--- src/rtl/controlPkg.sv ---
package controlPkg;

  localparam int STEP_W = 4;

  // Last step of each fixed-length phase or EXEC sequence
  localparam logic [STEP_W-1:0] EXEC_LINK_LAST = 4'd1;
  localparam logic [STEP_W-1:0] EXEC_BRANCH_TEST = 4'd2;  // branchTaken sampled here
  localparam logic [STEP_W-1:0] EXEC_MULDIV_WAIT = 4'd3;  // Holds until done
  localparam logic [STEP_W-1:0] EXEC_ALU_LAST = 4'd4;
  localparam logic [STEP_W-1:0] EXEC_MULDIV_LAST = 4'd5;
  localparam logic [STEP_W-1:0] EXEC_MEM_LAST = 4'd8;
  localparam logic [STEP_W-1:0] MEMWAIT_LAST = 4'd1;
  localparam logic [STEP_W-1:0] EXCEPT_LAST = 4'd4;

  typedef enum logic [5:0] {
    OP_RTYPE = 6'h00,
    OP_J     = 6'h02,
    OP_JAL   = 6'h03,
    OP_BEQ   = 6'h04,
    OP_BNE   = 6'h05,
    OP_BLE   = 6'h06,
    OP_BGT   = 6'h07,
    OP_ADDI  = 6'h08,
    OP_ADDIU = 6'h09,
    OP_SLTI  = 6'h0a,
    OP_LB    = 6'h20,
    OP_LH    = 6'h21,
    OP_LW    = 6'h23,
    OP_SB    = 6'h28,
    OP_SH    = 6'h29,
    OP_SW    = 6'h2b
  } opcode_e;

  typedef enum logic [5:0] {
    FN_JR   = 6'h08,
    FN_MULT = 6'h18,
    FN_DIV  = 6'h1a,
    FN_ADD  = 6'h20,
    FN_SUB  = 6'h22,
    FN_AND  = 6'h24,
    FN_SLT  = 6'h2a
  } funct_e;

  // Codes shared with the datapath ALU control; 4..9 belong to dropped ops
  typedef enum logic [3:0] {
    ALU_PASSA = 4'd0,
    ALU_ADD   = 4'd1,
    ALU_SUB   = 4'd2,
    ALU_AND   = 4'd3,
    ALU_SLT   = 4'd10,
    ALU_BEQ   = 4'd11,
    ALU_BNE   = 4'd12,
    ALU_BLE   = 4'd13,
    ALU_BGT   = 4'd14
  } aluOp_e;

  typedef enum logic [3:0] {
    CLS_ALUREG, CLS_ALUIMM, CLS_BRANCH, CLS_JUMP, CLS_JUMPLINK, CLS_JUMPREG,
    CLS_LOAD, CLS_STORE, CLS_MUL, CLS_DIV, CLS_ILLEGAL
  } instrClass_e;

  typedef enum logic [2:0] {PH_FETCH, PH_EXEC, PH_MEMWAIT, PH_EXCEPT} phase_e;

  // Also the vector select, so the order matches the handler table
  typedef enum logic [1:0] {EXC_NONE, EXC_OPCODE, EXC_OVERFLOW, EXC_DIVZERO} excCause_e;

  typedef enum logic [1:0] {SIZE_NONE, SIZE_BYTE, SIZE_HALF, SIZE_WORD} accessSize_e;

  typedef struct packed {
    instrClass_e instrClass;
    aluOp_e aluOp;
    accessSize_e accessSize;
    logic isAddiu;
  } decodedInstr_t;

  typedef struct packed {
    logic pc;
    logic epc;
    logic mem;
    logic ir;
    logic aluOut;
    logic regFile;
    logic a;
    logic b;
    logic hi;
    logic lo;
    logic memData;
  } regWrites_t;

  typedef struct packed {
    logic [1:0] aluSrcA;  // 0 PC, 1 A
    logic [1:0] aluSrcB;  // 0 B, 1 four, 2 imm, 3 imm << 2
    logic [2:0] pcSrc;    // 0 ALU, 1 aluOut, 2 jump target, 4 vector
    logic [1:0] regDst;   // 0 rt, 1 rd, 3 ra
    logic [2:0] regData;  // 0 ALU, 2 load data, 6 return address
    logic [1:0] memAddr;  // 0 PC, 1 aluOut, 3 vector table
    excCause_e excVec;
  } muxSelects_t;

  typedef struct packed {
    aluOp_e aluOp;
    logic mulStart;
    logic mulReset;
    logic divStart;
    logic divReset;
    accessSize_e loadSize;
    accessSize_e storeSize;
  } unitCtrl_t;

endpackage

--- src/rtl/instrDecoder.sv ---
`timescale 1ns/10ps

module instrDecoder (
  input controlPkg::opcode_e opcode,
  input controlPkg::funct_e funct,
  output controlPkg::decodedInstr_t decoded
);
  import controlPkg::*;

  always_comb begin
    decoded.instrClass = CLS_ILLEGAL;  // Anything not matched below
    decoded.aluOp = ALU_PASSA;
    decoded.accessSize = SIZE_NONE;
    decoded.isAddiu = 1'b0;
    case (opcode)
      OP_RTYPE: begin
        case (funct)
          FN_ADD: begin
            decoded.instrClass = CLS_ALUREG;
            decoded.aluOp = ALU_ADD;
          end
          FN_SUB: begin
            decoded.instrClass = CLS_ALUREG;
            decoded.aluOp = ALU_SUB;
          end
          FN_AND: begin
            decoded.instrClass = CLS_ALUREG;
            decoded.aluOp = ALU_AND;
          end
          FN_SLT: begin
            decoded.instrClass = CLS_ALUREG;
            decoded.aluOp = ALU_SLT;
          end
          FN_JR: decoded.instrClass = CLS_JUMPREG;  // A passes straight through
          FN_MULT: decoded.instrClass = CLS_MUL;
          FN_DIV: decoded.instrClass = CLS_DIV;
          default: decoded.instrClass = CLS_ILLEGAL;
        endcase
      end
      OP_ADDI, OP_ADDIU: begin
        decoded.instrClass = CLS_ALUIMM;
        decoded.aluOp = ALU_ADD;
        decoded.isAddiu = (opcode == OP_ADDIU);  // No overflow trap
      end
      OP_SLTI: begin
        decoded.instrClass = CLS_ALUIMM;
        decoded.aluOp = ALU_SLT;
      end
      OP_BEQ, OP_BNE, OP_BLE, OP_BGT: begin
        decoded.instrClass = CLS_BRANCH;
        case (opcode)
          OP_BEQ: decoded.aluOp = ALU_BEQ;
          OP_BNE: decoded.aluOp = ALU_BNE;
          OP_BLE: decoded.aluOp = ALU_BLE;
          default: decoded.aluOp = ALU_BGT;
        endcase
      end
      OP_J: decoded.instrClass = CLS_JUMP;
      OP_JAL: decoded.instrClass = CLS_JUMPLINK;
      OP_LW, OP_LH, OP_LB, OP_SW, OP_SH, OP_SB: begin
        // Address is always base plus offset
        decoded.aluOp = ALU_ADD;
        if (opcode inside {OP_LW, OP_LH, OP_LB}) decoded.instrClass = CLS_LOAD;
        else decoded.instrClass = CLS_STORE;
        if (opcode inside {OP_LW, OP_SW}) decoded.accessSize = SIZE_WORD;
        else if (opcode inside {OP_LH, OP_SH}) decoded.accessSize = SIZE_HALF;
        else decoded.accessSize = SIZE_BYTE;
      end
      default: decoded.instrClass = CLS_ILLEGAL;
    endcase
  end

endmodule

--- src/rtl/exceptionTracker.sv ---
`timescale 1ns/10ps

module exceptionTracker (
  input logic clk,
  input logic reset_in,
  input logic [1:0] excFlags,  // [1] overflow, [0] divide by zero
  input controlPkg::decodedInstr_t decoded,
  input controlPkg::phase_e phase,
  input logic [controlPkg::STEP_W-1:0] step,
  output logic excPending,
  output controlPkg::excCause_e cause
);
  import controlPkg::*;

  logic ovfPending;
  logic divZeroPending;
  logic opcodePending;
  logic addiuRunning;
  logic exceptDone;

  assign addiuRunning = (phase == PH_EXEC) && decoded.isAddiu;
  assign exceptDone = (phase == PH_EXCEPT) && (step == EXCEPT_LAST);

  always_ff @(posedge clk) begin
    if (reset_in) begin
      ovfPending <= 1'b0;
      divZeroPending <= 1'b0;
      opcodePending <= 1'b0;
    end else if (exceptDone) begin
      ovfPending <= 1'b0;
      divZeroPending <= 1'b0;
      opcodePending <= 1'b0;
    end else begin
      if (excFlags[1] && !addiuRunning) ovfPending <= 1'b1;
      if (excFlags[0]) divZeroPending <= 1'b1;
      // Follows the decoder through fetch, so the decode step has the last word
      if (phase == PH_FETCH && step != '0) begin
        opcodePending <= (decoded.instrClass == CLS_ILLEGAL);
      end
    end
  end

  always_comb begin
    if (opcodePending) cause = EXC_OPCODE;  // Highest priority
    else if (ovfPending) cause = EXC_OVERFLOW;
    else if (divZeroPending) cause = EXC_DIVZERO;
    else cause = EXC_NONE;
  end

  assign excPending = opcodePending | ovfPending | divZeroPending;

  causeKnown: assert property (@(posedge clk) disable iff (reset_in)
    excPending |-> cause != EXC_NONE);

endmodule

--- src/rtl/phaseSequencer.sv ---
`timescale 1ns/10ps

module phaseSequencer #(
  parameter int memReadLatency = 2
) (
  input logic clk,
  input logic reset_in,
  input controlPkg::decodedInstr_t decoded,
  input logic excPending,
  input logic branchTaken,
  input logic mulDone,
  input logic divDone,
  output controlPkg::phase_e phase,
  output logic [controlPkg::STEP_W-1:0] step
);
  import controlPkg::*;

  // Decode happens in the last fetch step, two cycles after the IR load
  localparam logic [STEP_W-1:0] fetchLast = STEP_W'(memReadLatency + 2);
  localparam int maxStep = (memReadLatency + 2 > int'(EXEC_MEM_LAST)) ?
                           memReadLatency + 2 : int'(EXEC_MEM_LAST);

  phase_e nextPhase;
  logic [STEP_W-1:0] nextStep;
  logic execDone;
  logic execHold;

  // EXEC length per class, with the data-dependent exits
  always_comb begin
    execDone = 1'b0;
    execHold = 1'b0;
    case (decoded.instrClass)
      CLS_ALUREG, CLS_ALUIMM, CLS_JUMPREG: execDone = (step == EXEC_ALU_LAST);
      CLS_BRANCH: begin
        execDone = (step == EXEC_BRANCH_TEST && !branchTaken) || (step == EXEC_ALU_LAST);
      end
      CLS_JUMPLINK: execDone = (step == EXEC_LINK_LAST);
      CLS_LOAD, CLS_STORE: execDone = (step == EXEC_MEM_LAST);
      CLS_MUL: begin
        execHold = (step == EXEC_MULDIV_WAIT) && !mulDone;
        execDone = (step == EXEC_MULDIV_LAST);
      end
      CLS_DIV: begin
        execHold = (step == EXEC_MULDIV_WAIT) && !divDone;
        execDone = (step == EXEC_MULDIV_LAST);
      end
      default: execDone = 1'b1;
    endcase
  end

  always_comb begin
    nextPhase = phase;
    nextStep = step + 1'b1;
    case (phase)
      PH_FETCH: begin
        if (step == '0 && excPending) begin  // Trap before any PC+4
          nextPhase = PH_EXCEPT;
          nextStep = '0;
        end else if (step == fetchLast) begin
          nextStep = '0;
          case (decoded.instrClass)
            CLS_ILLEGAL: nextPhase = PH_EXCEPT;
            CLS_JUMP: nextPhase = PH_FETCH;  // Done with the decode-time PC write
            default: nextPhase = PH_EXEC;
          endcase
        end
      end
      PH_EXEC: begin
        if (execDone) begin
          nextStep = '0;
          if (decoded.instrClass inside {CLS_LOAD, CLS_STORE}) nextPhase = PH_MEMWAIT;
          else nextPhase = PH_FETCH;
        end else if (execHold) begin
          nextStep = step;
        end
      end
      PH_MEMWAIT: begin
        if (step == MEMWAIT_LAST) begin
          nextPhase = PH_FETCH;
          nextStep = '0;
        end
      end
      PH_EXCEPT: begin
        if (step == EXCEPT_LAST) begin
          nextPhase = PH_MEMWAIT;
          nextStep = '0;
        end
      end
      default: begin
        nextPhase = PH_FETCH;
        nextStep = '0;
      end
    endcase
  end

  always_ff @(posedge clk) begin
    if (reset_in) begin
      phase <= PH_FETCH;
      step <= '0;
    end else begin
      phase <= nextPhase;
      step <= nextStep;
    end
  end

  stepInRange: assert property (@(posedge clk) disable iff (reset_in)
    int'(step) <= maxStep);

endmodule

--- src/rtl/controlWordGen.sv ---
`timescale 1ns/10ps

module controlWordGen #(
  parameter int memReadLatency = 2
) (
  input logic clk,
  input logic reset_in,
  input controlPkg::phase_e phase,
  input logic [controlPkg::STEP_W-1:0] step,
  input controlPkg::decodedInstr_t decoded,
  input controlPkg::excCause_e cause,
  output controlPkg::regWrites_t writes,
  output controlPkg::muxSelects_t selects,
  output controlPkg::unitCtrl_t unitCtrl
);
  import controlPkg::*;

  localparam logic [STEP_W-1:0] irStep = STEP_W'(memReadLatency);
  localparam logic [STEP_W-1:0] fetchLast = STEP_W'(memReadLatency + 2);
  localparam unitCtrl_t unitIdle = '{
    aluOp: ALU_PASSA,
    mulStart: 1'b0,
    mulReset: 1'b1,
    divStart: 1'b0,
    divReset: 1'b1,
    loadSize: SIZE_NONE,
    storeSize: SIZE_NONE
  };

  decodedInstr_t instrReg;
  regWrites_t wrNext;
  muxSelects_t selNext;
  unitCtrl_t unitNext;
  logic fetchDecode;

  assign fetchDecode = (phase == PH_FETCH) && (step == fetchLast);

  always_ff @(posedge clk) begin
    if (fetchDecode) instrReg <= decoded;
  end

  always_comb begin
    wrNext = '0;
    selNext = '0;
    unitNext = unitIdle;
    case (phase)
      PH_FETCH: begin
        if (step == '0 && cause == EXC_NONE) begin  // PC+4 while memory reads at PC
          selNext.aluSrcB = 2'b01;
          unitNext.aluOp = ALU_ADD;
          wrNext.aluOut = 1'b1;
        end
        if (step == irStep) wrNext.ir = 1'b1;
        if (fetchDecode) begin
          wrNext.pc = 1'b1;
          selNext.pcSrc = 3'b001;
          if (decoded.instrClass inside {CLS_JUMP, CLS_JUMPLINK}) selNext.pcSrc = 3'b010;
          if (decoded.instrClass == CLS_JUMPLINK) begin
            wrNext.regFile = 1'b1;
            selNext.regDst = 2'b11;
            selNext.regData = 3'b110;
          end
        end
      end
      PH_EXEC: begin
        case (instrReg.instrClass)
          CLS_ALUREG, CLS_ALUIMM: begin
            if (step == '0) begin
              wrNext.a = 1'b1;
              wrNext.b = (instrReg.instrClass == CLS_ALUREG);
            end else begin
              selNext.aluSrcA = 2'b01;
              selNext.aluSrcB = (instrReg.instrClass == CLS_ALUREG) ? 2'b00 : 2'b10;
              unitNext.aluOp = instrReg.aluOp;
            end
            if (step == 4'd2) begin
              wrNext.regFile = 1'b1;
              selNext.regDst = (instrReg.instrClass == CLS_ALUREG) ? 2'b01 : 2'b00;
            end
          end
          CLS_JUMPREG: begin
            if (step == '0) wrNext.a = 1'b1;
            else selNext.aluSrcA = 2'b01;
            if (step == 4'd2) wrNext.pc = 1'b1;  // PC from the ALU pass of A
          end
          CLS_BRANCH: begin
            if (step == '0) begin
              wrNext.a = 1'b1;
              wrNext.b = 1'b1;
            end else if (step == 4'd1) begin  // Compare feeds branchTaken
              selNext.aluSrcA = 2'b01;
              unitNext.aluOp = instrReg.aluOp;
            end else begin  // Target is PC plus shifted offset
              selNext.aluSrcB = 2'b11;
              unitNext.aluOp = ALU_ADD;
            end
            if (step == 4'd3) wrNext.pc = 1'b1;
          end
          CLS_LOAD, CLS_STORE: begin
            if (step == '0) begin
              wrNext.a = 1'b1;
              wrNext.b = (instrReg.instrClass == CLS_STORE);
            end else if (step == 4'd1) begin
              selNext.aluSrcA = 2'b01;
              selNext.aluSrcB = 2'b10;
              unitNext.aluOp = ALU_ADD;
              wrNext.aluOut = 1'b1;
            end else begin
              selNext.memAddr = 2'b01;
            end
            if (step == 4'd4) wrNext.memData = 1'b1;  // Stores merge into this word
            if (step >= 4'd4) begin
              if (instrReg.instrClass == CLS_LOAD) unitNext.loadSize = instrReg.accessSize;
              else unitNext.storeSize = instrReg.accessSize;
            end
            if (step == 4'd6) begin
              if (instrReg.instrClass == CLS_LOAD) begin
                wrNext.regFile = 1'b1;
                selNext.regData = 3'b010;
              end else begin
                wrNext.mem = 1'b1;
              end
            end
          end
          CLS_MUL, CLS_DIV: begin
            if (step == '0) begin
              wrNext.a = 1'b1;
              wrNext.b = 1'b1;
            end else if (step < EXEC_MULDIV_LAST) begin
              if (instrReg.instrClass == CLS_MUL) begin
                unitNext.mulReset = 1'b0;
                unitNext.mulStart = (step <= EXEC_MULDIV_WAIT);
              end else begin
                unitNext.divReset = 1'b0;
                unitNext.divStart = (step <= EXEC_MULDIV_WAIT);
              end
            end
            if (step == EXEC_MULDIV_LAST - 1'b1) begin
              wrNext.hi = 1'b1;
              wrNext.lo = 1'b1;
            end
          end
          default: wrNext = '0;
        endcase
      end
      PH_EXCEPT: begin
        selNext.pcSrc = 3'b100;
        selNext.memAddr = 2'b11;
        selNext.excVec = cause;
        if (step == '0) begin  // PC-4 gives the faulting address for EPC
          selNext.aluSrcB = 2'b01;
          unitNext.aluOp = ALU_SUB;
          wrNext.aluOut = 1'b1;
        end
        if (step == 4'd2) begin
          wrNext.epc = 1'b1;
          wrNext.pc = 1'b1;
        end
      end
      default: selNext.memAddr = 2'b00;  // MEMWAIT keeps PC on the address bus
    endcase
  end

  // Outputs trail the phase and step that produced them by one cycle
  always_ff @(posedge clk) begin
    if (reset_in) begin
      writes <= '0;
      selects <= '0;
      unitCtrl <= unitIdle;
    end else begin
      writes <= wrNext;
      selects <= selNext;
      unitCtrl <= unitNext;
    end
  end

  pcIrApart: assert property (@(posedge clk) disable iff (reset_in)
    !(writes.pc && writes.ir));
  memRegApart: assert property (@(posedge clk) disable iff (reset_in)
    !(writes.mem && writes.regFile));
  epcInExcept: assert property (@(posedge clk) disable iff (reset_in)
    writes.epc |-> phase == PH_EXCEPT);

endmodule

--- src/rtl/controlUnit.sv ---
`timescale 1ns/10ps

module controlUnit #(
  parameter int memReadLatency = 2
) (
  input logic clk,
  input logic reset_in,
  input controlPkg::opcode_e opcode,
  input controlPkg::funct_e funct,
  input logic branchTaken,
  input logic mulDone,
  input logic divDone,
  input logic [1:0] excFlags,
  output controlPkg::regWrites_t writes,
  output controlPkg::muxSelects_t selects,
  output controlPkg::unitCtrl_t unitCtrl
);
  import controlPkg::*;

  decodedInstr_t decoded;
  logic excPending;
  excCause_e cause;
  phase_e phase;
  logic [STEP_W-1:0] step;

  instrDecoder u_instrDecoder (
    .opcode(opcode),
    .funct(funct),
    .decoded(decoded)
  );

  exceptionTracker u_exceptionTracker (
    .clk(clk),
    .reset_in(reset_in),
    .excFlags(excFlags),
    .decoded(decoded),
    .phase(phase),
    .step(step),
    .excPending(excPending),
    .cause(cause)
  );

  phaseSequencer #(.memReadLatency(memReadLatency)) u_phaseSequencer (
    .clk(clk),
    .reset_in(reset_in),
    .decoded(decoded),
    .excPending(excPending),
    .branchTaken(branchTaken),
    .mulDone(mulDone),
    .divDone(divDone),
    .phase(phase),
    .step(step)
  );

  controlWordGen #(.memReadLatency(memReadLatency)) u_controlWordGen (
    .clk(clk),
    .reset_in(reset_in),
    .phase(phase),
    .step(step),
    .decoded(decoded),
    .cause(cause),
    .writes(writes),
    .selects(selects),
    .unitCtrl(unitCtrl)
  );

endmodule

--- config.mk ---
export PLATFORM = sky130hd
export DESIGN_NAME = controlUnit
export DESIGN_NICKNAME = d
export VERILOG_FILES = /design/src/rtl/controlPkg.sv /design/src/rtl/instrDecoder.sv /design/src/rtl/exceptionTracker.sv /design/src/rtl/phaseSequencer.sv /design/src/rtl/controlWordGen.sv /design/src/rtl/controlUnit.sv
export SDC_FILE = /design/constraint.sdc
export NUM_CORES = 1
export LEC_CHECK = 0
export ABC_AREA = 1
export BUFFER_PORTS_ARGS = -buffer_cell sky130_fd_sc_hd__buf_2
export CAP_MARGIN = 20
export CELL_PAD_IN_SITES_DETAIL_PLACEMENT = 0
export CELL_PAD_IN_SITES_GLOBAL_PLACEMENT = 1
export CORE_MARGIN = 1
export CORE_UTILIZATION = 39
export CTS_CLUSTER_SIZE = 10
export DETAILED_ROUTE_END_ITERATION = 7
export PLACE_DENSITY_LB_ADDON = 0.1
export SLEW_MARGIN = 40
export SYNTH_ARGS = -nofsm -noshare
export SYNTH_HDL_FRONTEND = slang
export SYNTH_SLANG_ARGS = --single-unit
export TNS_END_PERCENT = 5
--- constraint.sdc ---
create_clock -name clk -period 2.1 [get_ports clk]
set_input_delay 0.42 -clock clk [delete_from_list [all_inputs] [get_ports clk]]
set_output_delay 0.42 -clock clk [all_outputs]
set_load 0.005 [all_outputs]
==> flow_summary.yaml <==
power_and_ir_drop:
  p_leak_nw: 1.637
  powerDensity_nw_per_um2: 813.6
  max-vdd-ir-drop_v: 0.0004000
sta:
  fmax_mhz: 520.8
  post-route-period-util_pct: 91.43
  fin_setup_tns_ns: 0
  fin_crit_ns: 1.920
  finalHoldViolCount: 0
  finClkSkew_ns: 0.009848
  drv_slew: 0
  setup-violations-final: 0
  rsz0062_at_grt: "true"
  fin_ws_ns: 0.1800
final_layout:
  post-route-util_pct: 50.54
  stdcell_area_um2: 3264
  diodes: 0
  final_cells: 513
  post_route_cells_drive_above_1_share_pct: 25.92
  syn_to_final_growth_pct: 23.24
  finalNetCount: 463
clocking:
  clockRootBuffer: "clkbuf_8"
  clkTransAtPathRegs_ns: 0.09
  cts_setup_buffers: 0
  htree_levels: 2
  clkSinkCount: 53
  clk_latency_ns: 0.30
  cts_hold_buf: 0
  numCtsBuffers: 5
  clk_path_buf_depth: 2
  cts_tree: "done"
  ctsResizeCount: 0
worst_setup_path:
  crit_path_start_kind: "flop"
  arrival_ns: 1.93
  startpoint: "u_phaseSequencer.step[2]"
  cp.required_ns: 2.11
  critPathKind: "flop to flop"
  r2r_start: "u_phaseSequencer.step[2]"
  cp_max_fo: 10
  crit_path_end_kind: "flop"
routing:
  wirelength_um: 6596
  ant_nets: 0
  dr.pass1.iters: 7
  wl_per_cell_um: 12.86
  viasPerCell: 4.776
  first_iter_violations: 112
  vias: 2450
  drc: 4
yosys:
  synthCells: 355
  synth_top_area_share_pct: 32.50
  synth.ff_latch_count: 53
  synth_edf_count: 10
  synth_top_cell_by_area: "dfxtp_1"
  async_flop_share_pct: 0
  avgSynthCellArea_um2: 7.461
  ys_types: 35
  synth_top_flop_cell: "dfxtp_1"
  ys_warn_count: 0
  ys_top_cells_by_area: "dfxtp_1 (32%), edfxtp_1 (11%), nor2_1 (9.8%)"
  netlist_area_um2: 2649
  yosysSeqAreaShare_pct: 43.84
floorplan:
  fp.coreArea_um2: 6459
  die_area_um2: 7125
  die_w_um: 84.41
  die_y_um: 84.41
  ios: 58
  initial_core_util_pct: 41.01
  rows: 29
placement:
  dp_hpwl_um: 5453
  routabilityCongestion: 0.9180
  dp_cells: 506
  dp_slack_ns: -0.01658
  port_buffers: 55
  place_area_um2: 3163
global_routing:
  grt_first_pass_wirelength_um: 10830
  grt_pass1_vias: 2287
  overflow: 0
  grt_use_total_pct: 19.57
  grt_max_degree: 16
  antenna_found_initial: 0
outcome:
  violations: "DRC"
  run_status: "complete, but fails checks"
hold_path:
  hp-start: "excFlags[0]"
  min_path_type: "primary input to flop"
run:
  maxCapViolCount: 0
## cell type report
class | instances | area (um^2)
Clock buffer | 6 | 93.84
Clock inverter | 1 | 5.005
Fill cell | 674 | 3194
Inverter | 61 | 229.0
Multi-Input combinational cell | 236 | 1224
Sequential cell | 53 | 1161
Tap cell | 77 | 96.34
Timing Repair Buffer | 79 | 455.4
## registers in the layout, indices dropped and copies added (netlist names)
signal and flops:
u_controlWordGen.selects 12, u_controlWordGen.unitCtrl 12, u_controlWordGen.instrReg 10, u_controlWordGen.writes 10, u_phaseSequencer.step 4, u_phaseSequencer.phase 2
u_exceptionTracker.divZeroPending 1, u_exceptionTracker.opcodePending 1, u_exceptionTracker.ovfPending 1
## Yosys cell counts (2+ instances only)
library cell / count
nand2_2: 4
o21ai_0: 15
inv_1: 58
edfxtp_1: 10
o211ai_1: 3
nor3_2: 3
nand3_1: 23
buf_4: 5
o21ai_2: 2
o41ai_1: 2
a21oi_1: 16
a21oi_2: 2
ha_1: 8
a32oi_1: 2
nor2_1: 69
inv_2: 2
nor3_1: 8
nor2_2: 3
dfxtp_1: 43
nand3_2: 7
nand2_1: 55
nor4_1: 2
## per-stage QoR
step                      hold WS (ns)  total power, mW
final                           0.3317            2.656
after global routing            0.3262            2.827
after CTS                       0.3257            2.662
after detailed placement        0.4564            2.057
after global placement          0.4488            2.054
after floorplan                 0.4401            1.691
## layout by cell type (no fill, tap or decap), types with 7 or more instances in the layout
cell type / n
nor2_1: 68
inv_1: 57
nand2_1: 55
buf_2: 55
dfxtp_1: 43
buf_4: 24
nand3_1: 23
a21oi_1: 16
o21ai_0: 15
edfxtp_1: 10
nor3_1: 8
ha_1: 8
nand3_2: 7
## logic make-up (layout without fill, tap and decap cells)
| logic type | Yosys count | count (layout) | share of synthesized area, % |
|---|---|---|---|
| AOI/OAI and AO/OA | 46 | 46 | 10.68 |
| DFF | 53 | 53 | 43.84 |
| xor gates and xnor gates | 2 | 2 | 0.6614 |
| other | 1 | 2 | 0.1416 |
| and+or+nand+nor | 178 | 178 | 30.70 |
| adders and majority gates | 8 | 8 | 3.779 |
| buffers and inverters | 67 | 147 | 10.20 |
## worst max-delay path: stages (launching register included)
cell     delay [ns]
dfxtp_1        0.46
inv_1          0.09
nor2_1         0.15
inv_1          0.10
nor2_1         0.14
inv_1          0.07
buf_4          0.16
nor2_2         0.21
buf_4          0.24
## per-layer routing
| metal | vias up | share of wire, % | GRT usage (%) | wire, um |
|---|---|---|---|---|
| met5 | - | 0 | 0 | 0 |
| met4 | 0 | 3.4 | 8.783 | 221 |
| met3 | 15 | 4.8 | 3.343 | 318 |
| met2 | 72 | 43 | 30.55 | 2829 |
| met1 | 1074 | 49 | 26.64 | 3228 |
| li1 | 1289 | - | - | - |
## power by group
part / switching [mW] / internal (mW)
clock network: 0.311 / 0.299
logic: 0.559 / 0.348
registers: 0.0373 / 1.10
## worst paths after layout
kind                                                     endpoint  slack [ns]  cells past startpoint
worst max-delay path                 u_controlWordGen.instrReg[4]        0.18                      8
worst min-delay path            u_exceptionTracker.divZeroPending        0.33                      3
worst max register to register       u_controlWordGen.instrReg[4]        0.18                      8
worst min register to register      u_controlWordGen.unitCtrl[11]        0.48                      2
Power figures use the tool's default switching activity.
